===== config.mk =====
export PLATFORM = sky130hd
export DESIGN_NAME = color_bar_gen
export DESIGN_NICKNAME = d
export VERILOG_FILES = /design/src/pattern_pkg.sv /design/src/stream_if.sv /design/src/raster_scan.sv /design/src/bar_color.sv /design/src/frame_writer.sv /design/src/color_bar_gen.sv
export SDC_FILE = /design/constraint.sdc
export NUM_CORES = 1
export LEC_CHECK = 0
export BUFFER_PORTS_ARGS = -buffer_cell sky130_fd_sc_hd__buf_2
export CAP_MARGIN = 20
export CELL_PAD_IN_SITES_DETAIL_PLACEMENT = 0
export CELL_PAD_IN_SITES_GLOBAL_PLACEMENT = 1
export CORE_ASPECT_RATIO = 0.7
export CORE_MARGIN = 3
export CORE_UTILIZATION = 47
export DETAILED_ROUTE_END_ITERATION = 6
export PLACE_DENSITY_LB_ADDON = 0.1
export REMOVE_ABC_BUFFERS = 1
export SLEW_MARGIN = 20
export SYNTH_ARGS = -nofsm -noshare
export SYNTH_HDL_FRONTEND = slang
export SYNTH_SLANG_ARGS = --single-unit
export TNS_END_PERCENT = 10

===== constraint.sdc =====
create_clock -name clk -period 4.82 [get_ports clk]
set_clock_uncertainty 0.1 [all_clocks]
set_input_delay 0.964 -clock clk [delete_from_list [all_inputs] [get_ports clk]]
set_output_delay 0.964 -clock clk [all_outputs]
set_load 0.02 [all_outputs]

===== src/pattern_pkg.sv =====
package pattern_pkg;

	// frame format
	localparam int img_width = 320;
	localparam int img_height = 240;

	// bar geometry
	localparam int bar_width = 40; // eight bars across a row
	localparam int bar_width_mini = 10; // the narrow greys in the lower band

	// first rows of the middle and lower bands
	localparam int band_mid_row = 120;
	localparam int band_low_row = 180;

	// red, green, blue in the upper three bytes, low byte unused
	typedef logic [31:0] pixel_t;

	typedef logic [17:0] addr_t; // frame buffer word address
	typedef logic [8:0] x_t;
	typedef logic [7:0] y_t;

	typedef enum logic [1:0] {
		idle,
		scan,
		finish
	} scan_state_t;

	localparam pixel_t light_gray = 32'hc0c0c000;
	localparam pixel_t yellow = 32'hc0c00000;
	localparam pixel_t light_blue = 32'h00c0c000;
	localparam pixel_t green = 32'h00c00000;
	localparam pixel_t purple = 32'hc000c000;
	localparam pixel_t red = 32'hc0000000;
	localparam pixel_t blue = 32'h0000c000;
	localparam pixel_t gray = 32'h13131300;
	localparam pixel_t dark_blue = 32'h00214c00;
	localparam pixel_t white = 32'hffffff00;
	localparam pixel_t dark_purple = 32'h32006a00;
	localparam pixel_t mid_gray1 = 32'h09090900;
	localparam pixel_t mid_gray2 = 32'h1d1d1d00;

endpackage


===== src/stream_if.sv =====
// coordinate stream from the scanner to the colour stage
interface coord_if
	import pattern_pkg::*;
();
	logic valid;
	logic ready;
	x_t x;
	y_t y;

	modport src (
		output valid,
		output x,
		output y,
		input ready
	);

	modport dst (
		input valid,
		input x,
		input y,
		output ready
	);
endinterface

// coloured pixel with its coordinate, colour stage to writer
interface pixel_if
	import pattern_pkg::*;
();
	logic valid;
	logic ready;
	x_t x;
	y_t y;
	pixel_t color;

	modport src (
		output valid,
		output x,
		output y,
		output color,
		input ready
	);

	modport dst (
		input valid,
		input x,
		input y,
		input color,
		output ready
	);
endinterface


===== src/raster_scan.sv =====
module raster_scan
	import pattern_pkg::*;
(
	input logic clk,
	input logic reset,
	input logic start,
	input logic last_written,
	output logic busy,
	output logic done,
	coord_if.src out
);

	scan_state_t state;
	x_t x;
	y_t y;
	logic fire;
	logic row_end;
	logic frame_end;

	assign fire = out.valid && out.ready;
	assign row_end = (x == x_t'(img_width - 1));
	assign frame_end = row_end && (y == y_t'(img_height - 1));

	always_ff @(posedge clk) begin
		if (reset) begin
			state <= idle;
			x <= '0;
			y <= '0;
			done <= 1'b0;
		end else begin
			case (state)
				idle: begin
					// a start pulse is only seen here, so mid-frame starts fall away
					if (start) begin
						state <= scan;
						x <= '0;
						y <= '0;
						done <= 1'b0;
					end
				end

				scan: begin
					if (fire) begin
						if (frame_end) begin
							state <= finish; // every coordinate issued
						end else if (row_end) begin
							x <= '0;
							y <= y + 1'b1;
						end else begin
							x <= x + 1'b1;
						end
					end
				end

				finish: begin
					// wait for the pipeline to drain the last pixel
					if (last_written) begin
						state <= idle;
						done <= 1'b1;
					end
				end

				default: begin
					state <= idle;
				end
			endcase
		end
	end

	assign out.valid = (state == scan);
	assign out.x = x;
	assign out.y = y;

	assign busy = (state != idle);

endmodule


===== src/bar_color.sv =====
module bar_color
	import pattern_pkg::*;
(
	input logic clk,
	input logic reset,
	coord_if.dst in,
	pixel_if.src out
);

	logic [2:0] bar_idx;
	logic [1:0] mini_idx;
	logic take;
	pixel_t color;

	// upper band, the classic eight bars
	function automatic pixel_t top_color(input logic [2:0] bar);
		case (bar)
			3'd0: return light_gray;
			3'd1: return yellow;
			3'd2: return light_blue;
			3'd3: return green;
			3'd4: return purple;
			3'd5: return red;
			3'd6: return blue;
			default: return white;
		endcase
	endfunction

	// middle band, odd bars are all gray
	function automatic pixel_t mid_color(input logic [2:0] bar);
		case (bar)
			3'd0: return blue;
			3'd2: return purple;
			3'd4: return light_blue;
			3'd6: return light_gray;
			default: return gray;
		endcase
	endfunction

	// lower band, bar 4 is cut into four narrow greys
	function automatic pixel_t low_color(input logic [2:0] bar, input logic [1:0] mini);
		case (bar)
			3'd0: return dark_blue;
			3'd1: return white;
			3'd2: return dark_purple;
			3'd4: begin
				case (mini)
					2'd0: return mid_gray1;
					2'd1: return gray;
					2'd2: return mid_gray2;
					default: return mid_gray1;
				endcase
			end
			3'd6: return light_gray;
			default: return gray;
		endcase
	endfunction

	always_comb begin
		bar_idx = 3'(in.x / x_t'(bar_width));
		// only meaningful inside bar 4
		mini_idx = 2'((in.x - x_t'(4 * bar_width)) / x_t'(bar_width_mini));

		if (in.y < y_t'(band_mid_row)) begin
			color = top_color(bar_idx);
		end else if (in.y < y_t'(band_low_row)) begin
			color = mid_color(bar_idx);
		end else begin
			color = low_color(bar_idx, mini_idx);
		end
	end

	// accept when empty or when the held pixel leaves this cycle
	assign in.ready = !out.valid || out.ready;
	assign take = in.valid && in.ready;

	always_ff @(posedge clk) begin
		if (reset) begin
			out.valid <= 1'b0;
		end else if (take) begin
			out.valid <= 1'b1;
		end else if (out.ready) begin
			out.valid <= 1'b0;
		end
	end

	always_ff @(posedge clk) begin
		if (take) begin
			out.x <= in.x;
			out.y <= in.y;
			out.color <= color;
		end
	end

endmodule


===== src/frame_writer.sv =====
module frame_writer
	import pattern_pkg::*;
(
	input logic clk,
	input logic reset,
	input addr_t base_addr,
	pixel_if.dst in,
	output addr_t mem_addr,
	output pixel_t mem_data,
	output logic mem_valid,
	input logic mem_ready,
	output logic last_written
);

	addr_t row_base;
	logic in_last;
	logic held_last;
	logic take;

	// wraps modulo 2^18 by the width of addr_t
	assign row_base = base_addr + addr_t'(in.y) * addr_t'(img_width);

	// final coordinate of the frame
	assign in_last = (in.x == x_t'(img_width - 1)) && (in.y == y_t'(img_height - 1));

	assign in.ready = !mem_valid || mem_ready;
	assign take = in.valid && in.ready;

	always_ff @(posedge clk) begin
		if (reset) begin
			mem_valid <= 1'b0;
		end else if (take) begin
			mem_valid <= 1'b1;
		end else if (mem_ready) begin
			mem_valid <= 1'b0; // write done, nothing new behind it
		end
	end

	always_ff @(posedge clk) begin
		if (take) begin
			mem_addr <= row_base + addr_t'(in.x);
			mem_data <= in.color;
			held_last <= in_last;
		end
	end

	assign last_written = mem_valid && mem_ready && held_last;

endmodule


===== src/color_bar_gen.sv =====
module color_bar_gen
	import pattern_pkg::*;
(
	input logic clk,
	input logic reset,
	input logic start,
	input addr_t base_addr,
	output addr_t mem_addr,
	output pixel_t mem_data,
	output logic mem_valid,
	input logic mem_ready,
	output logic done
);

	coord_if coord ();
	pixel_if pixel ();

	logic last_written; // final pixel accepted by memory

	raster_scan u_scan (
		.clk (clk),
		.reset (reset),
		.start (start),
		.last_written (last_written),
		.busy (),
		.done (done),
		.out (coord.src)
	);

	bar_color u_color (
		.clk (clk),
		.reset (reset),
		.in (coord.dst),
		.out (pixel.src)
	);

	frame_writer u_writer (
		.clk (clk),
		.reset (reset),
		.base_addr (base_addr),
		.in (pixel.dst),
		.mem_addr (mem_addr),
		.mem_data (mem_data),
		.mem_valid (mem_valid),
		.mem_ready (mem_ready),
		.last_written (last_written)
	);

endmodule


Word-level counts from Yosys, hierarchy flattened
Index checks and enable logic that the tools add are counted.
- divide/modulo/power cells: 2
- equal/unequal tests: 20
- muxes and demuxes: 28
- $lt $le $gt $ge: 2
- add/sub/neg operators: 5
- multiply operators: 1
- reductions and logical operators: 20
- operator list (kind ; count):
    $pmux 32 s7 ; 1
    $pmux 32 s5 ; 1
    $pmux 32 s4 ; 1
    $mux 32 ; 2
    $pmux 29 s2 ; 1
    $mux 9 ; 4
    $mux 8 ; 4
    $add 18x17->18 ; 1
    $add 18x9->18 ; 1
    $eq 9x9->1 const B ; 2
    $pmux 9 s2 ; 1
    $eq 8x8->1 const B ; 2
    $pmux 8 s2 ; 1
    $ne 2x2->1 const B ; 6
    $mul 8x3->11 const B ; 1
    $add 9x1->9 const B ; 1
    $div 9x4->9 const B ; 1
    $div 9x6->9 const B ; 1
    $eq 3x3->1 const B ; 3
    $sub 9x8->9 const B ; 1
    $add 8x1->8 const B ; 1
    $lt 8x7->1 const B ; 1
    $lt 8x8->1 const B ; 1
    $mux 2 ; 4
    16 further kinds ; 35
- bits in registers: 122
- input bits: 22
- logic and storage cells: 90

Logic depth before layout (Yosys ltp)
Gate-level depths: netlist of the first run.
- word-level depth: 7
- depth in mapped cells: 17
- mapped depth without buffers: 17

Modules after synthesis
Synthesis of the first run repeated with hierarchy kept, for this count alone.
- cells, all modules: 650
- area, all modules: 6744.0 µm²
- by module, submodules not included (module ; cells an instance ; instances ; area each (µm²)):
    frame_writer ; 203 ; 1 ; 2877.8
    bar_color ; 312 ; 1 ; 2762.6
    raster_scan ; 135 ; 1 ; 1103.6

Worst setup path after synthesis of the first run
No wires, ideal clock.
- kind: flip-flop to flip-flop
- start: register u_scan.x[6], in the netlist u_scan.out.x[6]
- end: register u_color.out.color[20], data pin
- arrival: 3.446 ns
- stages on the path, launching flop included: 15
- path buffers: 2
- data required time: 4.574 ns
- setup slack: 1.129 ns
- cells stage by stage: dfxtp_1 buf_6 clkinv_1 ha_1 buf_2 nand2_1 a211o_1 nand4_1 mux4_2 mux2_2 nor4bb_1 a211oi_1 ha_1 or3_1 a21oi_1
- cells in the longest elaborated chain, start to end: 7
- elaborated cells on any way between the ends: 18
- classes of those cells: add/sub (1); div (2); eq/ne (8); mux (6); reduce/logical (1)
- ends and longest elaborated chain (element ; line ; RTL):
    start: declaration ; raster_scan.sv:14 ; x_t x;
    start signal: assignment ; raster_scan.sv:50 ; x <= x + 1'b1;
    $sub 9x8->9 ; bar_color.sv:62 ; mini_idx = 2'((in.x - x_t'(4 * bar_width)) / x_t'(bar_width_mini));
    $div 9x4->9 ; bar_color.sv:62 ;
    $eq 2x2->1 / $eq 2x1->1 (equally long branches) ; bar_color.sv:47 ; case (mini)
    $pmux 29 s2 ; bar_color.sv:47 ;
    $pmux 32 s5 ; bar_color.sv:42 ; case (bar)
    $mux 32 ; bar_color.sv:66 ; end else if (in.y < y_t'(band_low_row)) begin
    $mux 32 * ; bar_color.sv:64 ; if (in.y < y_t'(band_mid_row)) begin
    end: declaration ; stream_if.sv:39 ; output color,
Mark *: on every way between the ends. The rest lies on a longest branch, timed or not.
A chain may end at the register's enable or synchronous reset.

Final worst setup path of the first run
Same ends and word-level chain as after synthesis.

==> results of run 1 <==
-- placed cells by master, fill, tap and decap left out, drive strengths merged, types with 3 or more instances in the layout --
cell type / n
a211o: 7
a211oi: 9
a21o: 9
a21oi: 31
a31oi: 6
a32oi: 3
and3: 6
buf: 69
clkbuf: 9
clkinv: 5
conb: 8
dfxtp: 22
edfxtp: 68
fa: 5
ha: 54
inv: 25
mux2: 3
mux2i: 8
nand2: 34
nand2b: 6
nand3: 20
nand3b: 4
nand4: 5
nand4b: 4
nor2: 42
nor2b: 6
nor3: 11
nor3b: 4
nor4: 3
o211ai: 5
o21ai: 25
o21bai: 8
o2bb2ai: 3
o31ai: 3
or2: 4
or3: 9
or3b: 4
xnor2: 27
xor2: 13
-- per-stage QoR --
stage	cell area (µm²)	setup WS [ps]
after global placement	6310	971
final	6610	840
after floorplan	5750	771
after global routing	6610	600
after CTS	6610	858
after detailed placement	6310	883
-- final timing paths --
kind	from	endpoint	depth (start not counted)
hold / removal	u_color.out.color[15]$_DFFE_PP_	u_writer.mem_data[15]$_DFFE_PP_	0
hold reg to reg	u_color.out.color[15]$_DFFE_PP_	u_writer.mem_data[15]$_DFFE_PP_	0
setup reg to reg	u_scan.out.x[6]$_SDFFE_PP0P_	u_color.out.color[20]$_DFFE_PP_	12
setup / recovery	u_scan.out.x[6]$_SDFFE_PP0P_	u_color.out.color[20]$_DFFE_PP_	12
-- worst max-delay path, stage by stage, from the launching register on --
cell and delay (ps):
dfxtp_1 340, clkinv_1 170, ha_1 610, or3b_1 400, a21o_1 220, nand3_1 260
o2bb2ai_1 120, a2111oi_2 480, nor4bb_1 140, a211oi_1 200, ha_1 280, or3_1 370
a21oi_1 140
-- cell type report --
type,instances,share of cell area [%]
Clock buffer,9,3.41
Timing Repair Buffer,69,5.38
Tap cell,157,2.97
Inverter,24,1.36
Sequential cell,90,37.6
Clock inverter,7,1.10
Multi-Input combinational cell,423,48.2
-- registers in the layout, summed over array words and instances, names as in the netlist --
register and flops:
u_color.out.color 16, u_scan.out.x 9, u_scan.state 2, u_writer.held_last 1
u_color.out.valid 1, u_color.out.y 8, u_writer.mem_addr 18, u_writer.mem_valid 1
u_scan.out.y 8, u_scan.done 1, u_writer.mem_data 16, u_color.out.x 9
-- layer usage --
layer	up-vias	part of all wire (%)
li1	2190	-
met4	0	0.63
met2	113	40
met5	-	0
met3	6	5.8
met1	2028	54
-- power by group --
group | total, mW | switching (mW) | leakage [nW] | internal [mW]
Sequential | 0.899 | 0.0169 | 0.807 | 0.882
Combinational | 0.315 | 0.186 | 1.72 | 0.129
Clock | 0.689 | 0.324 | 0.143 | 0.365
-- cell families (layout without fill, tap and decap cells) --
logic type / Yosys count / count (layout)
and+or+nand+nor: 173 / 173
other: 1 / 8
muxes: 12 / 12
buffers and inverters: 57 / 109
AOI/OAI and AO/OA: 130 / 130
xor gates and xnor gates: 40 / 40
adders and majority gates: 60 / 60
DFF: 90 / 90
==> flow_summary.toml, run 1 <==
[power_and_ir_drop]
p_leak_nw = 2.67
p_per_area_nw_per_um2 = 288
power.total_mw = 1.90
ir_drop_uv = 191

[final_layout]
drive_above_1_share_pct = 17.8
fill_cells = 1086
areaGrowthSynthToFinish_pct = 10.7
nNetsFinal = 698
n_antenna_cell = 0
final_util_pct = 54.8
ff_latch_area_um2 = 2480
multi_input_area_um2 = 3190
final_cells = 779

[synthesis]
synth_ff_type = "edfxtp_1"
synth_seq_cells = 90
synth_mux_area_share_pct = 2.35
synth_common_cells = "edfxtp_1, ha_1, nor2_1, nand2_1, a21oi_1"
ys_top_cells_by_area = "edfxtp_1, ha_1, dfxtp_1, xnor2_1, nor2_1"
synth-simple-area-share_pct = 15.4
syn_inst = 563
synth_cell_types = 81
async_reset_ff_share_pct = 0
synth_top_area_share_pct = 34.2
synth.most_common_cell = "edfxtp_1"
synth_top_family_by_area = "compound AO/OA/AOI/OAI gates"
ys_seq_area_share_pct = 41.6
yosysWarnings = 0
synth_compound_area_share_pct = 15.8
syn_avg_cell_area_um2 = 10.6
syn-cell-area_um2 = 5970
synth_xor_area_share_pct = 5.99
yosysTopAreaCell = "edfxtp_1"
synth_edf_count = 68
synthAdderAreaFrac_pct = 13.2

[global_route]
grt_pass1_vias = 3955
met3_usage_pct = 3.86
grt_start_max_net_pins = 36
gr-total-overflow = 0
grt_util_met2_pct = 24.6
antenna_found_initial = 0
met1_usage_pct = 29.6
grt_usage_pct = 18.3
grt-busiest-layer = "met1"
grt_pass1_wl_um = 20700

[clock_tree]
cts_setup_buffers = 0
cts_tree = "done"
ctsResizeCount = 0
cts_hold_buf = 0
cts.path.max_buffers = 2
clk_pin_slew_ps = 70
htree_levels = 3
numCtsBuffers = 9
clock_latency_ps = 340
cts_sinks = 90
cts-root-buf = "clkbuf_16"

[placed_design]
dp_cells = 763
place_hpwl_um = 9440
gp_congestion = 0.834
io_buffers = 65

[route]
drt_iter0_drc = 314
remaining_drc_errors = 0
antenna_left = 0
routed_wl_um = 12500
via_per_inst = 5.57
vias = 4337
avgRoutedWirePerCell_um = 16.1
drt_pass1_iterations = 5

[sta]
finalCritPeriodShare_pct = 82.6
fmax_ghz = 0.251
hold_slack_ps = 319
setup_viol = 0
hold_viol = 0
relSlewSlack_pct = 32.4
slew_violations = 0
finalSetupTns_ps = 0
finalCriticalPeriod_ps = 3980
tightestPinTransition_ps = 1010
rsz0062_at_grt = "false"

[floorplanning]
start_util_pct = 49.5
die_area_um2 = 14100
row_count = 33
dieHeight_um = 100
core_area_um2 = 12100
die_w_um = 141
io_pins = 74

[critical_path]
crit_required_ps = 4920
path_max_fanout = 14
criticalPathCategory = "reg -> reg"
start_kind = "flip-flop"
cp-end-kind = "flip-flop"
r2r_setup_slack_ps = 840
crit_arrival_ps = 4080

[worst_hold_path]
hp-class = "reg -> reg"

[run_status]
outcome = "completed"

[run]
maxCapViolCount = 0
(Power assumes the default switching activity.)
==> run 2, diff against run 1 <==
--- a/config.mk
+++ b/config.mk
@@ -11,7 +11,7 @@
 export CELL_PAD_IN_SITES_GLOBAL_PLACEMENT = 1
 export CORE_ASPECT_RATIO = 0.7
 export CORE_MARGIN = 3
-export CORE_UTILIZATION = 47
+export CORE_UTILIZATION = 42
 export DETAILED_ROUTE_END_ITERATION = 6
 export PLACE_DENSITY_LB_ADDON = 0.1
 export REMOVE_ABC_BUFFERS = 1
==> constraint.sdc (replaced) <==
create_clock -name clk -period 3.4 [get_ports clk]
set_clock_uncertainty 0.1 [all_clocks]
set_input_delay 0.68 -clock clk [delete_from_list [all_inputs] [get_ports clk]]
set_output_delay 0.68 -clock clk [all_outputs]
set_load 0.02 [all_outputs]
==> run 2 against run 1 <==
  * The flow now finishes with violations (setup timing)
  * Critical path depth rose by 5
  * Count of clock-buffer cells in the layout unchanged
  * Cell count rose by 12%
  * Fmax rose by 11%
  * Final area grew 14%
  * Die area up 11%
  * Critical endpoint is now u_writer.mem_addr[17]$_DFFE_PP_
  * Largest power group unchanged
==> flow_summary.toml, run 2 (same netlist as run 1, synthesis figures left out) <==
[critical_path]
crit_required_ps = 3370
crit_arrival_ps = 3560
cp-end-kind = "flip-flop"
timing.rr.start = "u_color.out.y[3]$_DFFE_PP_"
start_kind = "flip-flop"
r2r_setup_slack_ps = -190
path_max_fanout = 4
reg2reg_to = "u_writer.mem_addr[17]$_DFFE_PP_"
r2r_cells = 17
criticalPathCategory = "reg -> reg"

[power_and_ir_drop]
ir_drop_uv = 267
p_per_area_nw_per_um2 = 377
p_leak_nw = 3.05

[clock_tree]
cts.path.max_buffers = 2
clk_pin_slew_ps = 70
clock_latency_ps = 340
cts_hold_buf = 0
cts-root-buf = "clkbuf_16"
numCtsBuffers = 9
htree_levels = 3
cts_sinks = 90
cts_tree = "done"

[sta]
finalSetupTns_ps = -420
slew_violations = 0
fmax_ghz = 0.279
hold_viol = 0
finalCriticalPeriod_ps = 3590
setup_viol = 6
rsz0062_at_grt = "true"
relSlewSlack_pct = 46.2
setup_ws_ps = -190
tightestPinTransition_ps = 805
finalCritPeriodShare_pct = 106

[route]
antenna_left = 0
drt_iter0_drc = 227
drt_pass1_iterations = 5
remaining_drc_errors = 0
routed_wl_um = 13800
vias = 4542
avgRoutedWirePerCell_um = 15.9
via_per_inst = 5.20

[final_layout]
areaGrowthSynthToFinish_pct = 25.7
n_antenna_cell = 0
most-common-layout-cells = "edfxtp_1, buf_4, buf_2"
final_util_pct = 55.5
drive_above_1_share_pct = 33.6
largest_reg_flops = 18
top_register = "u_writer.mem_addr"
final_common_cell = "edfxtp_1"
final_cells = 873
nNetsFinal = 764
top_regs = "u_writer.mem_addr (18), u_color.out.color (16), u_writer.mem_data (16)"
final_area_um2 = 7510

[worst_hold_path]
min_to = "u_writer.mem_data[27]$_DFFE_PP_"
hp-start = "u_color.out.color[27]$_DFFE_PP_"
worstHoldPathCells = 0
hp-class = "reg -> reg"

[run]
maxCapViolCount = 0

[floorplanning]
io_pins = 74
dieHeight_um = 106
die_area_um2 = 15700
die_w_um = 149
start_util_pct = 44.1
core_area_um2 = 13500
row_count = 35

[placed_design]
io_buffers = 65
place_hpwl_um = 10300
dp_cells = 850
post-place-ws_ps = -295
gp_congestion = 0.815
placed_cell_area_um2 = 6800

[run_status]
violations = "setup timing"
outcome = "complete, but fails checks"

[global_route]
antenna_found_initial = 0
grt_usage_pct = 17.7
gr-total-overflow = 0
grt_pass1_vias = 4259
grt_start_max_net_pins = 36
grt_pass1_wl_um = 21900
run 2: metrics by stage:
stage | power, mW | hold slack, ps
6_report | 2.83 | 315
5_1_grt | 2.97 | 327
4_1_cts | 2.84 | 321
3_5_place_dp | 1.81 | 305
3_3_place_gp | 1.80 | 301
2_1_floorplan | 1.63 | 300
run 2: per-layer routing:
metal	share of wire (%)	wire length [µm]	GRT usage [%]
met3	5.3	736	3.61
met5	0	0	0
met2	40	5490	24.1
met4	1.5	210	5.08
met1	53	7410	28.0
run 2: timing repair:
action	CTS	global route
resized for setup	19	51
pin swaps	17	23
setup buffers	3	4
setup endpoints to repair	11	21
run 2: critical path: stages, from the launching register on:
cell and delay [ps]:
edfxtp_1 460, ha_4 310, ha_4 130, inv_2 40, fa_2 360, inv_2 70
a21oi_2 40, o21bai_1 180, a21o_1 160, a21oi_2 50, xnor2_1 120, ha_1 320
ha_4 280, nand2_2 50, nand2_1 50, a41o_1 250, nor4_2 280, a311oi_2 60
run 2: report_power, final:
part           total, mW  leakage (nW)  switching [mW]  internal (mW)
Clock              0.984         0.143           0.466          0.518
Combinational      0.578          2.10           0.306          0.272
Sequential          1.27         0.809          0.0215           1.25
run 2: how the worst max path moves through the flow:
| stage | from | to | cells after the start |
|---|---|---|---|
| floorplan | u_scan.out.x[5]$_SDFFE_PP0P_ | u_color.out.color[20]$_DFFE_PP_ | 12 |
| global placement | u_color.out.y[2]$_DFFE_PP_ | u_writer.mem_addr[16]$_DFFE_PP_ | 14 |
| detailed placement | u_color.out.y[3]$_DFFE_PP_ | u_writer.mem_addr[17]$_DFFE_PP_ | 17 |
| CTS | u_scan.out.x[6]$_SDFFE_PP0P_ | u_color.out.color[20]$_DFFE_PP_ | 13 |
| global route | u_color.out.y[3]$_DFFE_PP_ | u_writer.mem_addr[17]$_DFFE_PP_ | 17 |
| finish | u_color.out.y[3]$_DFFE_PP_ | u_writer.mem_addr[17]$_DFFE_PP_ | 17 |
run 2: final cells by class:
class,instances,area (µm²)
Sequential cell,90,2490
Clock buffer,9,225
Timing Repair Buffer,135,880
Tap cell,185,231
Inverter,24,92.6
Clock inverter,7,72.6
Multi-Input combinational cell,423,3520
Fill cell,1188,6020
==> run 3, diff against run 2 <==
--- a/config.mk
+++ b/config.mk
@@ -13,6 +13,7 @@
 export CORE_MARGIN = 3
 export CORE_UTILIZATION = 42
 export DETAILED_ROUTE_END_ITERATION = 6
+export MAX_ROUTING_LAYER = met4
 export PLACE_DENSITY_LB_ADDON = 0.1
 export REMOVE_ABC_BUFFERS = 1
 export SLEW_MARGIN = 20
==> run 3 against run 2 <==
  * Global-route usage rose by 0.91 points
  * Register-to-register slack about the same
  * Highest routed layer unchanged
  * First-iteration DRC count rose by 8.4%
  * Clock power grew 0.6%
  * Largest power group unchanged
  * Combinational power shrank 3%
  * Critical endpoint unchanged
  * Flip-flop and latch count did not move
  * The flow still finishes with violations (setup timing)
  * Fmax grew 0.39%
  * Worst setup slack better by 14 ps
  * Final area down 1.5%
  * Critical path type unchanged
  * Cell count down 0.11%
  * Power is 0.32% lower
==> flow_summary.toml, run 3 (same netlist as run 1, synthesis figures left out) <==
[run_status]
outcome = "complete, but fails checks"
violations = "setup timing"

[final_layout]
nNetsFinal = 763
top_register = "u_writer.mem_addr"
ff_latch_area_um2 = 2490
largest_reg_flops = 18
fill_cells = 1189
areaGrowthSynthToFinish_pct = 23.9
final_area_um2 = 7400
final_common_cell = "edfxtp_1"
most-common-layout-cells = "edfxtp_1, buf_4, buf_2"
multi_input_area_um2 = 3420
drive_above_1_share_pct = 31.4
n_antenna_cell = 0
top_regs = "u_writer.mem_addr (18), u_color.out.color (16), u_writer.mem_data (16)"

[sta]
hold_viol = 0
tightestPinTransition_ps = 798
finalSetupTns_ps = -357
finalCriticalPeriod_ps = 3580
relSlewSlack_pct = 46.7
fmax_ghz = 0.280
setup_ws_ps = -176
finalCritPeriodShare_pct = 105
slew_violations = 0
setup_viol = 4
rsz0062_at_grt = "true"

[floorplanning]
die_area_um2 = 15700
row_count = 35
core_area_um2 = 13500
dieHeight_um = 106
io_pins = 74
die_w_um = 149
start_util_pct = 44.1

[critical_path]
criticalPathCategory = "reg -> reg"
start_kind = "flip-flop"
endpoint = "u_writer.mem_addr[17]$_DFFE_PP_"
crit_start = "u_color.out.y[3]$_DFFE_PP_"
crit_chain = "ha_1 > ha_2 > inv_2 > fa_2 > inv_1 > ha_1 > ha_2 > buf_4 > nor3_1 > a31oi_4 > a41o_1 > buf_4 > a311oi_1"
slowest_delay_ps = 510
r2r_cells = 13
reg2reg_to = "u_writer.mem_addr[17]$_DFFE_PP_"
crit_arrival_ps = 3640
crit_required_ps = 3470
cp-end-kind = "flip-flop"
cpMaxStageDelayCell = "fa_2"
r2r_setup_slack_ps = -180
path_max_fanout = 3
timing.rr.start = "u_color.out.y[3]$_DFFE_PP_"

[route]
vias = 4607
antenna_left = 0
routed_wl_um = 14000
avgRoutedWirePerCell_um = 16.1
drt_iter0_drc = 246
via_per_inst = 5.28
remaining_drc_errors = 0
drt_pass1_iterations = 5

[run]
maxCapViolCount = 0

[placed_design]
gp_congestion = 0.837
place_hpwl_um = 10400
placed_cell_area_um2 = 6830
io_buffers = 65

[clock_tree]
clock_latency_ps = 350
cts-root-buf = "clkbuf_16"
cts_sinks = 90
htree_levels = 3
clk_pin_slew_ps = 70
numCtsBuffers = 9
cts_tree = "done"
cts.path.max_buffers = 2

[global_route]
grt_start_max_net_pins = 36
gr-total-overflow = 0
grt_pass1_wl_um = 22400
grt_usage_pct = 18.6
antenna_found_initial = 0
grt_pass1_vias = 4348

[power_and_ir_drop]
ir_drop_uv = 248
p_per_area_nw_per_um2 = 382
p_leak_nw = 3.02

[worst_hold_path]
hp-class = "reg -> reg"
-- run 3: cell types whose count changed in the layout (fill, tap and decap cells not counted), moves of 2 or more --
cell	before	now
ha_1	42	46
ha_4	9	5
clkinv_4	2	4
nor3_1	9	11
nor3_2	2	0
o21ai_2	3	1
-- run 3: where the power goes --
group	leakage (nW)	internal [mW]	total, mW	switching (mW)
sequential	0.809	1.25	1.27	0.0214
combinational	2.06	0.261	0.562	0.300
clock	0.146	0.517	0.990	0.472
total	3.02	2.03	2.82	0.794
-- run 3: worst min path at each step --
stage          slack, ps  cells past startpoint                             from                               to
4_1_cts              320                      0  u_color.out.color[24]$_DFFE_PP_  u_writer.mem_data[24]$_DFFE_PP_
6_report             310                      0  u_color.out.color[24]$_DFFE_PP_  u_writer.mem_data[24]$_DFFE_PP_
2_1_floorplan        300                      0  u_color.out.color[10]$_DFFE_PP_  u_writer.mem_data[10]$_DFFE_PP_
3_5_place_dp         300                      0  u_color.out.color[15]$_DFFE_PP_  u_writer.mem_data[15]$_DFFE_PP_
5_1_grt              330                      0  u_color.out.color[26]$_DFFE_PP_  u_writer.mem_data[26]$_DFFE_PP_
3_3_place_gp         300                      0  u_color.out.color[11]$_DFFE_PP_  u_writer.mem_data[11]$_DFFE_PP_
-- run 3: area by class of cell --
class	count	share of cell area, %
Inverter	24	1.22
Clock inverter	7	0.998
Multi-Input combinational cell	423	46.3
Timing Repair Buffer	134	11.7
Tap cell	185	3.13
Sequential cell	90	33.6
Clock buffer	9	3.04
-- run 3: critical path: cells and delay by family, from the launching register on --
family                   cells  cell delay [ps]
flip-flops                   1              420
AND/OR/NAND/NOR              1              330
AO/OA/AOI/OAI                3              710
adder cells (fa/ha/maj)      5             1460
buffers and inverters        4              380
-- run 3: per-layer routing --
layer  global-route usage [%]  vias to the layer above  wire (µm)
met3                     3.18                       14        675
met2                     26.0                      119       5720
met5                        -                        -          0
met4                     4.22                        0        112
met1                     28.1                     2164       7510
li1                         -                     2310          -
-- run 3: what timing repair did --
item / in CTS / in global routing
hold buffers: 0 / 0
cloned: 0 / 0
buffers inserted: 3 / 0
pin swaps: 16 / 10
gates resized for setup: 23 / 27
endpoints found under the setup margin: 12 / 19
-- run 3: stage by stage --
step	power [mW]	hold WS [ps]	cells	worst slack (ps)	utilization [%]
3_5_place_dp	1.81	305	852	-301	50.4
2_1_floorplan	1.63	300	537	-649	-
3_3_place_gp	1.80	300	852	-216	50.4
5_1_grt	2.96	330	872	-299	54.7
4_1_cts	2.85	318	871	-160	53.8
6_report	2.82	315	872	-176	54.7
